===== config.mk =====
export PLATFORM = sky130hd
export DESIGN_NAME = sp_noise_removal
export DESIGN_NICKNAME = d
export VERILOG_FILES = /design/src/design/sp_ctrl_pkg.sv /design/src/design/sp_pixel_pkg.sv /design/src/design/sp_noise_removal.sv /design/src/design/noise_decision.sv /design/src/design/direction_calc.sv /design/src/design/window_buffer.sv /design/src/design/window_fsm.sv /design/src/design/column_counter.sv
export SDC_FILE = /design/constraint.sdc
export NUM_CORES = 1
export LEC_CHECK = 0
export ABC_CLOCK_PERIOD_IN_PS = 17900
export BUFFER_PORTS_ARGS = -buffer_cell sky130_fd_sc_hd__buf_2
export CAP_MARGIN = 20
export CORE_UTILIZATION = 30
export CTS_BUF_LIST = sky130_fd_sc_hd__clkbuf_2 sky130_fd_sc_hd__clkbuf_4 sky130_fd_sc_hd__clkbuf_8
export CTS_CLUSTER_SIZE = 20
export DETAILED_ROUTE_END_ITERATION = 12
export GPL_TIMING_DRIVEN = 0
export PLACE_DENSITY = 0.46
export SYNTH_ARGS = -nofsm -noshare
export SYNTH_HDL_FRONTEND = slang
export SYNTH_SLANG_ARGS = --single-unit

===== constraint.sdc =====
create_clock -name clk -period 17.9 [get_ports clk]
set_input_delay 3.58 -clock clk [delete_from_list [all_inputs] [get_ports clk]]
set_output_delay 3.58 -clock clk [all_outputs]
set_load 0.1 [all_outputs]

===== src/design/sp_ctrl_pkg.sv =====
`default_nettype none

package sp_ctrl_pkg;

    // row fill states
    typedef enum logic [1:0] {
        IDLE = 2'd0,  // no column on the bus
        FILL = 2'd1,  // first columns of a row
        RUN  = 2'd2   // window complete, one result per column
    } win_state_t;

    // window register to output register
    localparam int CALC_LAT = 4;

    // sampled column to data_o, includes the window register
    localparam int TOP_LAT = CALC_LAT + 1;

endpackage

`default_nettype wire


===== src/design/sp_pixel_pkg.sv =====
`default_nettype none

package sp_pixel_pkg;

    // pixel geometry
    localparam int PIX_W   = 12;
    localparam int PIX_MAX = (1 << PIX_W) - 1;  // saturated white, 4095

    // window geometry, taps in direction_calc assume 5x5
    localparam int WIN_N   = 5;
    localparam int WIN_MID = WIN_N / 2;  // centre row and column

    typedef logic [PIX_W-1:0] pixel_t;

    // one incoming column, row 0 sits in the top bits of the flat word
    typedef union packed {
        logic [WIN_N*PIX_W-1:0] flat;
        pixel_t [0:WIN_N-1]     pix;
    } column_t;

    // noise threshold is SIGMA * QUANT / 16
    localparam int QUANT       = 68;
    localparam int QUANT_SHIFT = 4;

endpackage

`default_nettype wire

===== src/design/sp_noise_removal.sv =====
`timescale 1ns/1ps
`default_nettype none

module sp_noise_removal
    import sp_pixel_pkg::*;
#(
    parameter int SIGMA = 160
) (
    input  logic    clk,
    input  logic    rst_n,
    input  logic    en_i,
    input  column_t col_i,
    input  logic    border_pass_i,
    output pixel_t  data_o,
    output logic    en_o
);

    logic                count_en;
    logic                clear;
    logic                full;
    logic                win_valid;
    logic                border_q;  // same stage as the window
    column_t [WIN_N-1:0] win;
    pixel_t              center;
    logic    [PIX_W:0]   grad_h;
    logic    [PIX_W:0]   grad_v;
    logic    [PIX_W:0]   grad_d;
    logic    [PIX_W:0]   grad_z;
    logic    [PIX_W:0]   intp_h;
    logic    [PIX_W:0]   intp_v;
    logic    [PIX_W:0]   intp_d;
    logic    [PIX_W:0]   intp_z;

    always_ff @(posedge clk or negedge rst_n) begin
        if (!rst_n) begin
            border_q <= 1'b0;
        end else begin
            border_q <= border_pass_i;
        end
    end

    column_counter i_column_counter (
        .clk        (clk),
        .rst_n      (rst_n),
        .count_en_i (count_en),
        .clear_i    (clear),
        .full_o     (full)
    );

    window_fsm i_window_fsm (
        .clk         (clk),
        .rst_n       (rst_n),
        .en_i        (en_i),
        .full_i      (full),
        .count_en_o  (count_en),
        .clear_o     (clear),
        .win_valid_o (win_valid)
    );

    window_buffer i_window_buffer (
        .clk      (clk),
        .rst_n    (rst_n),
        .col_i    (col_i),
        .win_o    (win),
        .center_o (center)
    );

    // two pipeline stages
    direction_calc i_direction_calc (
        .clk      (clk),
        .rst_n    (rst_n),
        .win_i    (win),
        .grad_h_o (grad_h),
        .grad_v_o (grad_v),
        .grad_d_o (grad_d),
        .grad_z_o (grad_z),
        .intp_h_o (intp_h),
        .intp_v_o (intp_v),
        .intp_d_o (intp_d),
        .intp_z_o (intp_z)
    );

    noise_decision #(
        .SIGMA (SIGMA)
    ) i_noise_decision (
        .clk         (clk),
        .rst_n       (rst_n),
        .grad_h_i    (grad_h),
        .grad_v_i    (grad_v),
        .grad_d_i    (grad_d),
        .grad_z_i    (grad_z),
        .intp_h_i    (intp_h),
        .intp_v_i    (intp_v),
        .intp_d_i    (intp_d),
        .intp_z_i    (intp_z),
        .center_i    (center),
        .border_i    (border_q),
        .win_valid_i (win_valid),
        .data_o      (data_o),
        .en_o        (en_o)
    );

endmodule

`default_nettype wire


===== src/design/noise_decision.sv =====
`timescale 1ns/1ps
`default_nettype none

module noise_decision
    import sp_pixel_pkg::*;
    import sp_ctrl_pkg::*;
#(
    parameter int SIGMA = 160
) (
    input  logic           clk,
    input  logic           rst_n,
    input  logic [PIX_W:0] grad_h_i,
    input  logic [PIX_W:0] grad_v_i,
    input  logic [PIX_W:0] grad_d_i,
    input  logic [PIX_W:0] grad_z_i,
    input  logic [PIX_W:0] intp_h_i,
    input  logic [PIX_W:0] intp_v_i,
    input  logic [PIX_W:0] intp_d_i,
    input  logic [PIX_W:0] intp_z_i,
    input  pixel_t         center_i,
    input  logic           border_i,
    input  logic           win_valid_i,
    output pixel_t         data_o,
    output logic           en_o
);

    localparam int THRESH = (SIGMA * QUANT) >> QUANT_SHIFT;  // 680 at SIGMA 160
    localparam int DLY    = CALC_LAT - 1;                    // plus the output register

    logic [PIX_W:0] best_grad;
    logic [PIX_W:0] best_intp;
    pixel_t         clip;
    pixel_t         clip_q;
    pixel_t         center_d [DLY];
    logic [DLY-1:0] border_d;
    logic [DLY-1:0] valid_d;
    pixel_t         center_q;
    pixel_t         diff;
    logic           saturated;
    logic           replace;
    pixel_t         result;

    // strict compares keep the earlier direction on a tie
    always_comb begin
        best_grad = grad_h_i;
        best_intp = intp_h_i;
        if (grad_v_i < best_grad) begin
            best_grad = grad_v_i;
            best_intp = intp_v_i;
        end
        if (grad_d_i < best_grad) begin
            best_grad = grad_d_i;
            best_intp = intp_d_i;
        end
        if (grad_z_i < best_grad) begin
            best_grad = grad_z_i;
            best_intp = intp_z_i;
        end
    end

    assign clip = (best_intp > PIX_MAX) ? pixel_t'(PIX_MAX) : best_intp[PIX_W-1:0];

    always_ff @(posedge clk or negedge rst_n) begin
        if (!rst_n) begin
            clip_q   <= '0;
            border_d <= '0;
            valid_d  <= '0;
            for (int k = 0; k < DLY; k++) begin
                center_d[k] <= '0;
            end
        end else begin
            clip_q      <= clip;
            border_d    <= {border_d[DLY-2:0], border_i};
            valid_d     <= {valid_d[DLY-2:0], win_valid_i};
            center_d[0] <= center_i;
            for (int k = 1; k < DLY; k++) begin
                center_d[k] <= center_d[k-1];
            end
        end
    end

    // centre now lines up with clip_q
    assign center_q  = center_d[DLY-1];
    assign diff      = (center_q > clip_q) ? center_q - clip_q : clip_q - center_q;
    assign saturated = (center_q == '0) || (center_q == pixel_t'(PIX_MAX));
    assign replace   = !border_d[DLY-1] && saturated && (diff > THRESH);
    assign result    = replace ? clip_q : center_q;

    always_ff @(posedge clk or negedge rst_n) begin
        if (!rst_n) begin
            data_o <= '0;
            en_o   <= 1'b0;
        end else begin
            data_o <= valid_d[DLY-1] ? result : '0;  // quiet bus between results
            en_o   <= valid_d[DLY-1];
        end
    end

    // a clean centre comes out unchanged, CALC_LAT cycles after its window
    a_clean_pass: assert property (@(posedge clk) disable iff (!rst_n)
        win_valid_i && (center_i != '0) && (center_i != pixel_t'(PIX_MAX))
        |-> ##CALC_LAT (en_o && (data_o == $past(center_i, CALC_LAT))))
        else $error("clean centre changed or late, data_o %0d", data_o);

endmodule

`default_nettype wire


===== src/design/direction_calc.sv =====
`timescale 1ns/1ps
`default_nettype none

module direction_calc
    import sp_pixel_pkg::*;
(
    input  logic                clk,
    input  logic                rst_n,
    input  column_t [WIN_N-1:0] win_i,
    output logic    [PIX_W:0]   grad_h_o,
    output logic    [PIX_W:0]   grad_v_o,
    output logic    [PIX_W:0]   grad_d_o,
    output logic    [PIX_W:0]   grad_z_o,
    output logic    [PIX_W:0]   intp_h_o,
    output logic    [PIX_W:0]   intp_v_o,
    output logic    [PIX_W:0]   intp_d_o,
    output logic    [PIX_W:0]   intp_z_o
);

    localparam int NDIR  = 4;
    localparam int DIR_H = 0;
    localparam int DIR_V = 1;
    localparam int DIR_D = 2;
    localparam int DIR_Z = 3;

    // tap pairs through the centre, outer at distance 2 and inner at 1
    pixel_t out_a [NDIR];
    pixel_t out_b [NDIR];
    pixel_t in_a  [NDIR];
    pixel_t in_b  [NDIR];

    // stage 1 pair terms
    pixel_t         dif_out_q [NDIR];
    pixel_t         dif_in_q  [NDIR];
    logic [PIX_W:0] avg_out_q [NDIR];
    logic [PIX_W:0] avg_in_q  [NDIR];

    // stage 2 sums
    logic [PIX_W:0] grad_q [NDIR];
    logic [PIX_W:0] intp_q [NDIR];

    function automatic pixel_t abs_diff(input pixel_t a, input pixel_t b);
        return (a > b) ? a - b : b - a;
    endfunction

    // (a + b + 1) / 2 without losing the carry
    function automatic logic [PIX_W:0] avg_rnd(input logic [PIX_W:0] a,
                                               input logic [PIX_W:0] b);
        logic [PIX_W+1:0] s;
        s = {1'b0, a} + {1'b0, b} + 1'b1;
        return s[PIX_W+1:1];
    endfunction

    // pixel (r, c) is win_i[c].pix[r]
    always_comb begin
        out_a[DIR_H] = win_i[0].pix[WIN_MID];  // centre row
        out_b[DIR_H] = win_i[4].pix[WIN_MID];
        in_a[DIR_H]  = win_i[1].pix[WIN_MID];
        in_b[DIR_H]  = win_i[3].pix[WIN_MID];

        out_a[DIR_V] = win_i[WIN_MID].pix[0];  // centre column
        out_b[DIR_V] = win_i[WIN_MID].pix[4];
        in_a[DIR_V]  = win_i[WIN_MID].pix[1];
        in_b[DIR_V]  = win_i[WIN_MID].pix[3];

        // 45 degrees, (0,0)/(4,4) and (1,1)/(3,3)
        out_a[DIR_D] = win_i[0].pix[0];
        out_b[DIR_D] = win_i[4].pix[4];
        in_a[DIR_D]  = win_i[1].pix[1];
        in_b[DIR_D]  = win_i[3].pix[3];

        // 135 degrees, (0,4)/(4,0) and (1,3)/(3,1)
        out_a[DIR_Z] = win_i[4].pix[0];
        out_b[DIR_Z] = win_i[0].pix[4];
        in_a[DIR_Z]  = win_i[3].pix[1];
        in_b[DIR_Z]  = win_i[1].pix[3];
    end

    always_ff @(posedge clk or negedge rst_n) begin
        if (!rst_n) begin
            for (int d = 0; d < NDIR; d++) begin
                dif_out_q[d] <= '0;
                dif_in_q[d]  <= '0;
                avg_out_q[d] <= '0;
                avg_in_q[d]  <= '0;
                grad_q[d]    <= '0;
                intp_q[d]    <= '0;
            end
        end else begin
            for (int d = 0; d < NDIR; d++) begin
                dif_out_q[d] <= abs_diff(out_a[d], out_b[d]);
                dif_in_q[d]  <= abs_diff(in_a[d], in_b[d]);
                avg_out_q[d] <= avg_rnd({1'b0, out_a[d]}, {1'b0, out_b[d]});
                avg_in_q[d]  <= avg_rnd({1'b0, in_a[d]}, {1'b0, in_b[d]});
                grad_q[d]    <= {1'b0, dif_out_q[d]} + {1'b0, dif_in_q[d]};
                intp_q[d]    <= avg_rnd(avg_out_q[d], avg_in_q[d]);  // sum of both, halved
            end
        end
    end

    assign grad_h_o = grad_q[DIR_H];
    assign grad_v_o = grad_q[DIR_V];
    assign grad_d_o = grad_q[DIR_D];
    assign grad_z_o = grad_q[DIR_Z];
    assign intp_h_o = intp_q[DIR_H];
    assign intp_v_o = intp_q[DIR_V];
    assign intp_d_o = intp_q[DIR_D];
    assign intp_z_o = intp_q[DIR_Z];

endmodule

`default_nettype wire


===== src/design/window_buffer.sv =====
`timescale 1ns/1ps
`default_nettype none

module window_buffer
    import sp_pixel_pkg::*;
(
    input  logic                clk,
    input  logic                rst_n,
    input  column_t             col_i,
    output column_t [WIN_N-1:0] win_o,
    output pixel_t              center_o
);

    // index 0 holds the newest column
    column_t [WIN_N-1:0] win_q;

    always_ff @(posedge clk or negedge rst_n) begin
        if (!rst_n) begin
            for (int c = 0; c < WIN_N; c++) begin
                win_q[c].flat <= '0;
            end
        end else begin
            win_q[0] <= col_i;
            for (int c = 1; c < WIN_N; c++) begin
                win_q[c] <= win_q[c-1];  // oldest column drops out
            end
        end
    end

    assign win_o = win_q;

    // pixel (row WIN_MID, column WIN_MID)
    assign center_o = win_q[WIN_MID].pix[WIN_MID];

endmodule

`default_nettype wire


===== src/design/window_fsm.sv =====
`timescale 1ns/1ps
`default_nettype none

module window_fsm
    import sp_pixel_pkg::*;
    import sp_ctrl_pkg::*;
(
    input  logic clk,
    input  logic rst_n,
    input  logic en_i,
    input  logic full_i,
    output logic count_en_o,
    output logic clear_o,
    output logic win_valid_o
);

    win_state_t state_q;
    win_state_t state_d;
    logic       valid_d;

    always_comb begin
        state_d = state_q;
        unique case (state_q)
            IDLE: begin
                if (en_i) begin
                    state_d = FILL;
                end
            end
            FILL: begin
                if (!en_i) begin
                    state_d = IDLE;
                end else if (full_i) begin
                    state_d = RUN;  // fifth column arriving
                end
            end
            RUN: begin
                if (!en_i) begin
                    state_d = IDLE;
                end
            end
            default: state_d = IDLE;
        endcase
    end

    // a result for every column that completes or extends a window
    assign valid_d = en_i && ((state_q == RUN) || ((state_q == FILL) && full_i));

    assign count_en_o = en_i;
    assign clear_o    = !en_i && (state_q != IDLE);  // one pulse per broken row

    always_ff @(posedge clk or negedge rst_n) begin
        if (!rst_n) begin
            state_q     <= IDLE;
            win_valid_o <= 1'b0;
        end else begin
            state_q     <= state_d;
            win_valid_o <= valid_d;
        end
    end

    // a gap means WIN_N fresh columns before the next window
    a_refill: assert property (@(posedge clk) disable iff (!rst_n)
        !en_i |=> !win_valid_o [*WIN_N])
        else $error("window valid during refill, state %s", state_q.name());

endmodule

`default_nettype wire


===== src/design/column_counter.sv =====
`timescale 1ns/1ps
`default_nettype none

module column_counter
    import sp_pixel_pkg::*;
(
    input  logic clk,
    input  logic rst_n,
    input  logic count_en_i,
    input  logic clear_i,
    output logic full_o
);

    localparam int               CNT_W = $clog2(WIN_N);
    localparam logic [CNT_W-1:0] LAST  = CNT_W'(WIN_N - 1);

    logic [CNT_W-1:0] count_q;

    always_ff @(posedge clk or negedge rst_n) begin
        if (!rst_n) begin
            count_q <= '0;
        end else if (clear_i) begin
            count_q <= '0;  // row broken, start over
        end else if (count_en_i && (count_q != LAST)) begin
            count_q <= count_q + 1'b1;
        end
    end

    // next counted column closes a window
    assign full_o = (count_q == LAST);

    // a broken row needs WIN_N-1 fresh columns before the window can close
    a_refill_count: assert property (@(posedge clk) disable iff (!rst_n)
        clear_i |=> !full_o [*(WIN_N-1)])
        else $error("full_o within %0d columns of a clear", WIN_N - 1);

endmodule

`default_nettype wire


==> results.yml, run 1 <==
die:
  die_w_microns: 354
  dieArea_sq_um: 126000
  io_pins: 77
  initial_utilization: 0.304
  core_area_sq_um: 123000
  fp-row-count: 128
  die_h_microns: 354
worst_setup_path:
  cp_max_fo: 10
  cp_data_arrival_time_ps: 7900
  crit_required_ps: 18580
  cpPeakStageDelay_ps: 580
  start_kind: "register"
  cp_slowest_cell: "clkbuf_1"
  critical_path_class: "register to register"
  worst_setup_path_end_kind: "register"
power:
  ir_worst_vdd_mv: 0.0922
  p_leak_nw: 20.0
  power_density_nw_per_um2: 141
sta:
  slew_headroom: 0.379
  period_needed_ps: 7210
  setup_viol: 0
  rsz0062_at_grt: "no"
  fin_worst_skew_ps: 55.2
  max_freq_mhz: 139
  tightestPinTransition_ps: 908
  maxSlewViolCount: 0
  final.setup.tns_ps: 0
  post-route-period-util: 0.403
  finalHoldViolations: 0
  layout_setup_ws_ps: 10690
placement:
  gp_congestion: 0.874
  io_buffers: 75
  dpl.hpwl_microns: 77900
  detailedPlace.worstSlack_ps: 10670
  place_area_sq_um: 39800
synth:
  synth_adder_area_share: 0.168
  ys_ff_latch: 630
  synth_top_family_by_area: "adder cells"
  synth_cells: 3648
  synth_async_sr_flop_share: 1.00
  synth-simple-area-share: 0.112
  synth_area_sq_um: 37300
  synthFlopType: "dfrtp_1"
  syn_avg_cell_area_sq_um: 10.2
  synth-xor-area-share: 0.0721
  yosys_warnings: 0
  ys_types: 100
  synth_compound_area_frac: 0.141
  synth_mux_area_frac: 0.0323
  synth_edf_count: 0
  syn_nets: 4191
  ys_seq_area_frac: 0.423
clock_tree:
  cts_sinks: 630
  cts_max_path_buffers: 3
  cts_root_buf: "clkbuf_8"
  clk-insertion-delay-late_ps: 820
  clkSlewWorstSetupHoldPaths_ps: 60
  numCtsBuffers: 115
  cts_hold_buffers: 0
  cts_setup_buffers: 0
  cts_tree: "yes"
  cts_resized: 0
  htree_levels: 3
drt:
  vias: 25800
  viasPerCell: 4.64
  drtIter0Drc: 1282
  drc: 0
  wl_microns: 100000
  ant_nets: 0
  first_pass_iters: 4
  wire_per_inst_microns: 18.0
run:
  drv_cap: 0
finish:
  area.growth.synth_to_final_pct: 14.2
  fillCellCount: 12600
  final_core_util: 0.347
  design_area_sq_um: 42500
  final_net_count: 4389
  layout-drive-gt1-share: 0.107
outcome:
  status: "finished, final reports clean"
global_route:
  grt_antenna_before_repair: 2
  grtUsageTotal: 0.161
  gr-total-overflow: 0
  grt_pass1_vias: 26500
  grt_pass1_wl_microns: 156000
  grt_max_degree: 122
worst_hold_path:
  min-delay-path-class: "register to register"
==> metal layers <==
metal / share of wire / vias to the layer above / global-route usage
met2: 0.47 / 392 / 0.268
met5: 0 / - / 0
met3: 0.031 / 133 / 0.0251
met4: 0.024 / 0 / 0.0422
met1: 0.47 / 12400 / 0.218
li1: - / 12900 / -
==> area by class of cell <==
class,count,area (sq um),share of cell area
Inverter,383,1440,0.0338
Multi-Input combinational cell,2523,19600,0.460
Buffer,112,488,0.0115
Tap cell,1625,2030,0.0478
Clock buffer,166,2130,0.0502
Sequential cell,630,15800,0.371
Antenna cell,5,12.5,0.000294
Clock inverter,40,556,0.0131
Timing Repair Buffer,81,536,0.0126
==> sequential cells by signal, indices dropped and copies added, names as in the netlist <==
name	flops
i_noise_decision.data_o	12
i_window_buffer.win_o	264
border_q	1
i_noise_decision.en_o	1
i_window_buffer.center_o	12
i_direction_calc.intp_v_o	13
i_noise_decision.border_d	3
i_direction_calc.grad_h_o	13
i_noise_decision.clip_q	12
i_direction_calc.grad_v_o	13
i_direction_calc.intp_z_o	13
i_direction_calc.avg_in_q	52
i_direction_calc.intp_d_o	13
i_direction_calc.dif_in_q	48
i_direction_calc.intp_h_o	13
i_direction_calc.dif_out_q	48
i_noise_decision.center_q	12
i_noise_decision.valid_d	3
i_window_fsm.state_q	2
i_window_fsm.win_valid_o	1
i_direction_calc.avg_out_q	52
i_direction_calc.grad_z_o	13
i_direction_calc.grad_d_o	13
i_column_counter.count_q	3
==> stage by stage <==
step,total power (W),hold slack (ps),instances
global placement,0.00440,331,5348
CTS,0.00606,324,5559
global route,0.00642,334,5562
detailed placement,0.00440,335,5353
floorplan,0.00364,331,3648
finish,0.00598,334,5565
==> layout by cell type (no fill, tap or decap), drive strengths merged, types with 45 or more instances in the layout <==
cell	instances
mux2i	94
nand3	55
buf	124
nand2	119
ha	445
inv	388
xor2	74
nor2	260
o21ai	150
o21bai	45
xnor2	232
nor3	120
a21oi	241
dfrtp	630
clkbuf	234
a21o	88
nand2b	59
==> worst paths after layout <==
path | endpoint | start | cells after the start | slack [ps]
worst min-delay path | i_window_buffer.win_o[82]$_DFF_PN0_ | i_window_buffer.win_o[22]$_DFF_PN0_ | 0 | 330
worst max-delay path | i_noise_decision.clip_q[5]$_DFF_PN0_ | i_direction_calc.grad_h_o[6]$_DFF_PN0_ | 31 | 10690
max in group asynchronous | i_window_buffer.win_o[48]$_DFF_PN0_ | rst_n | 4 | 12980
worst min register to register | i_window_buffer.win_o[82]$_DFF_PN0_ | i_window_buffer.win_o[22]$_DFF_PN0_ | 0 | 330
min in group asynchronous | i_window_buffer.center_o[6]$_DFF_PN0_ | rst_n | 1 | 2810
worst max register to register | i_noise_decision.clip_q[5]$_DFF_PN0_ | i_direction_calc.grad_h_o[6]$_DFF_PN0_ | 31 | 10690
==> cells by family after synthesis <==
| logic type | after synthesis |
|---|---|
| buf+inv | 495 |
| simple gates | 833 |
| compound gates | 788 |
| fa+ha+maj | 479 |
| mux | 117 |
| xor+xnor | 306 |
| flops | 630 |
==> worst max-delay path, delay by kind of cell, from the launching register on <==
family                   cells  cell delay, ps
AO/OA/AOI/OAI               14            2930
buffers and inverters        5            1460
AND/OR/NAND/NOR              7             980
adder cells (fa/ha/maj)      3             930
multiplexers                 2             420
flip-flops                   1             370
==> synthesized netlist by cell type (all sizes together), types with 12 or more instances <==
master     n  area share
or2       28      0.0047
a211oi    19      0.0040
o22a      12      0.0028
a21o      88       0.018
dfrtp    630        0.42
ha       445        0.15
a21boi    31      0.0062
o21ai    150       0.021
nand4     40      0.0069
and2      15      0.0025
a31oi     16      0.0030
nor4      19      0.0032
nor3     120       0.016
fa        34       0.018
nand3     55      0.0074
mux2i     94       0.025
o21bai    45      0.0093
a21oi    241       0.033
and3      15      0.0025
buf       44      0.0062
nor2b     40      0.0067
nand2    119       0.012
or3       25      0.0043
clkbuf    68      0.0069
mux2      23      0.0071
nand2b    59      0.0099
o211ai    21      0.0056
nor2     260       0.026
inv      383       0.039
xnor2    232       0.055
a221oi    13      0.0032
a2111oi   12      0.0028
o21a      29      0.0058
xor2      74       0.017
==> where the power goes <==
group	total, W	leakage (nW)	switching [W]	internal [W]
Combinational	0.00245	11.2	0.00145	0.000999
Sequential	0.00194	7.42	0.000225	0.00172
Clock	0.00159	1.41	0.000645	0.000943
Total	0.00598	20.0	0.00232	0.00366
Power figures use the tool's default switching activity.
==> run 2, diff against run 1 <==
Settings changed: ABC_CLOCK_PERIOD_IN_PS 17900 to 7350.
Clock period 17.9 ns to 7.35 ns, I/O delays scaled along.
==> results.yml, run 2 (synthesis gave the netlist of run 1 again) <==
outcome:
  status: "finished, final reports clean"
finish:
  layout_common_cells: "dfrtp_1, ha_1, inv_1, nor2_1, a21oi_1"
  final_core_util: 0.347
  layout-drive-gt1-share: 0.108
  largest_reg_flops: 264
  final_net_count: 4389
  final_common_cell: "dfrtp_1"
  area.growth.synth_to_final_pct: 14.2
drt:
  met1_length_microns: 47200
  ant_nets: 0
  drtIter0Drc: 1251
  top_layer_used: "met4"
  viasPerCell: 4.65
  wl_met2_microns: 47200
  drc: 0
  wire_per_inst_microns: 18.0
  vias: 25900
  wl_met3_microns: 3310
  first_pass_iters: 5
  wl_microns: 100000
sta:
  finalHoldViolations: 0
  period_needed_ps: 6780
  setup_viol: 0
  whs_ps: 334
  post-route-period-util: 0.922
  max_freq_mhz: 148
  rsz0062_at_grt: "no"
  maxSlewViolCount: 0
  slew_headroom: 0.377
  tightestPinTransition_ps: 911
  fin_worst_skew_ps: 56.1
worst_hold_path:
  min-delay-path-class: "register to register"
clock_tree:
  htree_levels: 3
  cts_root_buf: "clkbuf_8"
  cts_hold_buffers: 0
  cts_sinks: 630
  clk-insertion-delay-late_ps: 810
  clkSlewWorstSetupHoldPaths_ps: 60
  cts_tree: "yes"
  cts_max_path_buffers: 3
  numCtsBuffers: 115
worst_setup_path:
  cp_slowest_cell: "a2111oi_0"
  cp_max_fo: 10
  rrSetupSlack_ps: 570
  critical_path_class: "register to register"
  worst_setup_path_end_kind: "register"
  crit_required_ps: 7970
  critPathTopFamily: "compound AO/OA/AOI/OAI gates"
  cp_data_arrival_time_ps: 7400
  start_kind: "register"
  cp_num_buf_inv: 5
  cpPeakStageDelay_ps: 390
power:
  p_leak_nw: 20.0
  ir_worst_vdd_mv: 0.226
  power_density_nw_per_um2: 343
placement:
  io_buffers: 75
  dpl.hpwl_microns: 77900
  gp_congestion: 0.874
global_route:
  grt_pass1_vias: 26500
  grt_max_degree: 122
  gr-total-overflow: 0
  grtUsageTotal: 0.161
  grt_pass1_wl_microns: 156000
  grt_antenna_before_repair: 2
die:
  initial_utilization: 0.304
  io_pins: 77
  fp-row-count: 128
  core_area_sq_um: 123000
  dieArea_sq_um: 126000
  die_h_microns: 354
  die_w_microns: 354
run:
  drv_cap: 0
## run 2: where the power goes
| part | total [W] | switching, W | leakage [nW] | internal [W] |
|---|---|---|---|---|
| clock network | 0.00387 | 0.00157 | 1.41 | 0.00230 |
| registers | 0.00473 | 0.000548 | 7.42 | 0.00418 |
| logic | 0.00599 | 0.00354 | 11.2 | 0.00245 |
| total | 0.0146 | 0.00566 | 20.0 | 0.00892 |
## run 2: repair_timing
item,4_1_cts,5_1_grt
setup buffers,0,0
resized for setup,0,8
endpoints found under the setup margin,0,12
hold endpoints to repair,0,0
## run 2: area by class of cell
cell class,count,area (sq um)
antenna,5,12.5
buffer,112,493
clock buffer,166,2130
clock inverter,40,556
fill,12600,80000
inverter,383,1440
multi-input combinational,2523,19600
sequential,630,15800
tap,1625,2030
timing repair buffer,81,536
## run 2: worst register-to-register path, delay by kind of cell (launching register included)
kind	cells	cell delay (ps)
compound gates	14	2560
buf+inv	5	1100
simple gates	7	1240
fa+ha+maj	3	910
mux	2	460
flops	1	370
## run 2: path summary, 6_finish.rpt
check,end,depth (start not counted),start
max in group asynchronous,i_window_buffer.win_o[48]$_DFF_PN0_,4,rst_n
hold reg to reg,i_window_buffer.win_o[82]$_DFF_PN0_,0,i_window_buffer.win_o[22]$_DFF_PN0_
setup / recovery,i_noise_decision.clip_q[3]$_DFF_PN0_,31,i_direction_calc.grad_h_o[6]$_DFF_PN0_
hold / removal,i_window_buffer.win_o[82]$_DFF_PN0_,0,i_window_buffer.win_o[22]$_DFF_PN0_
min in group asynchronous,i_window_buffer.center_o[6]$_DFF_PN0_,1,rst_n
setup reg to reg,i_noise_decision.clip_q[3]$_DFF_PN0_,31,i_direction_calc.grad_h_o[6]$_DFF_PN0_
## run 2: per-layer routing
layer	GRT usage	vias up
met3	0.0251	134
li1	-	12900
met2	0.268	436
met4	0.0422	0
met1	0.218	12400
met5	0	-
## run 2: stage by stage
stage	power [W]	TNS (ps)	setup slack [ps]	instances	instance area (sq um)
floorplan	0.00887	0	1610	3648	37300
global placement	0.0107	-5434120	-8820	5348	39700
detailed placement	0.0107	0	121	5353	39800
CTS	0.0147	0	70.3	5559	42500
global route	0.0157	0	16.9	5562	42500
finish	0.0146	0	573	5565	42500
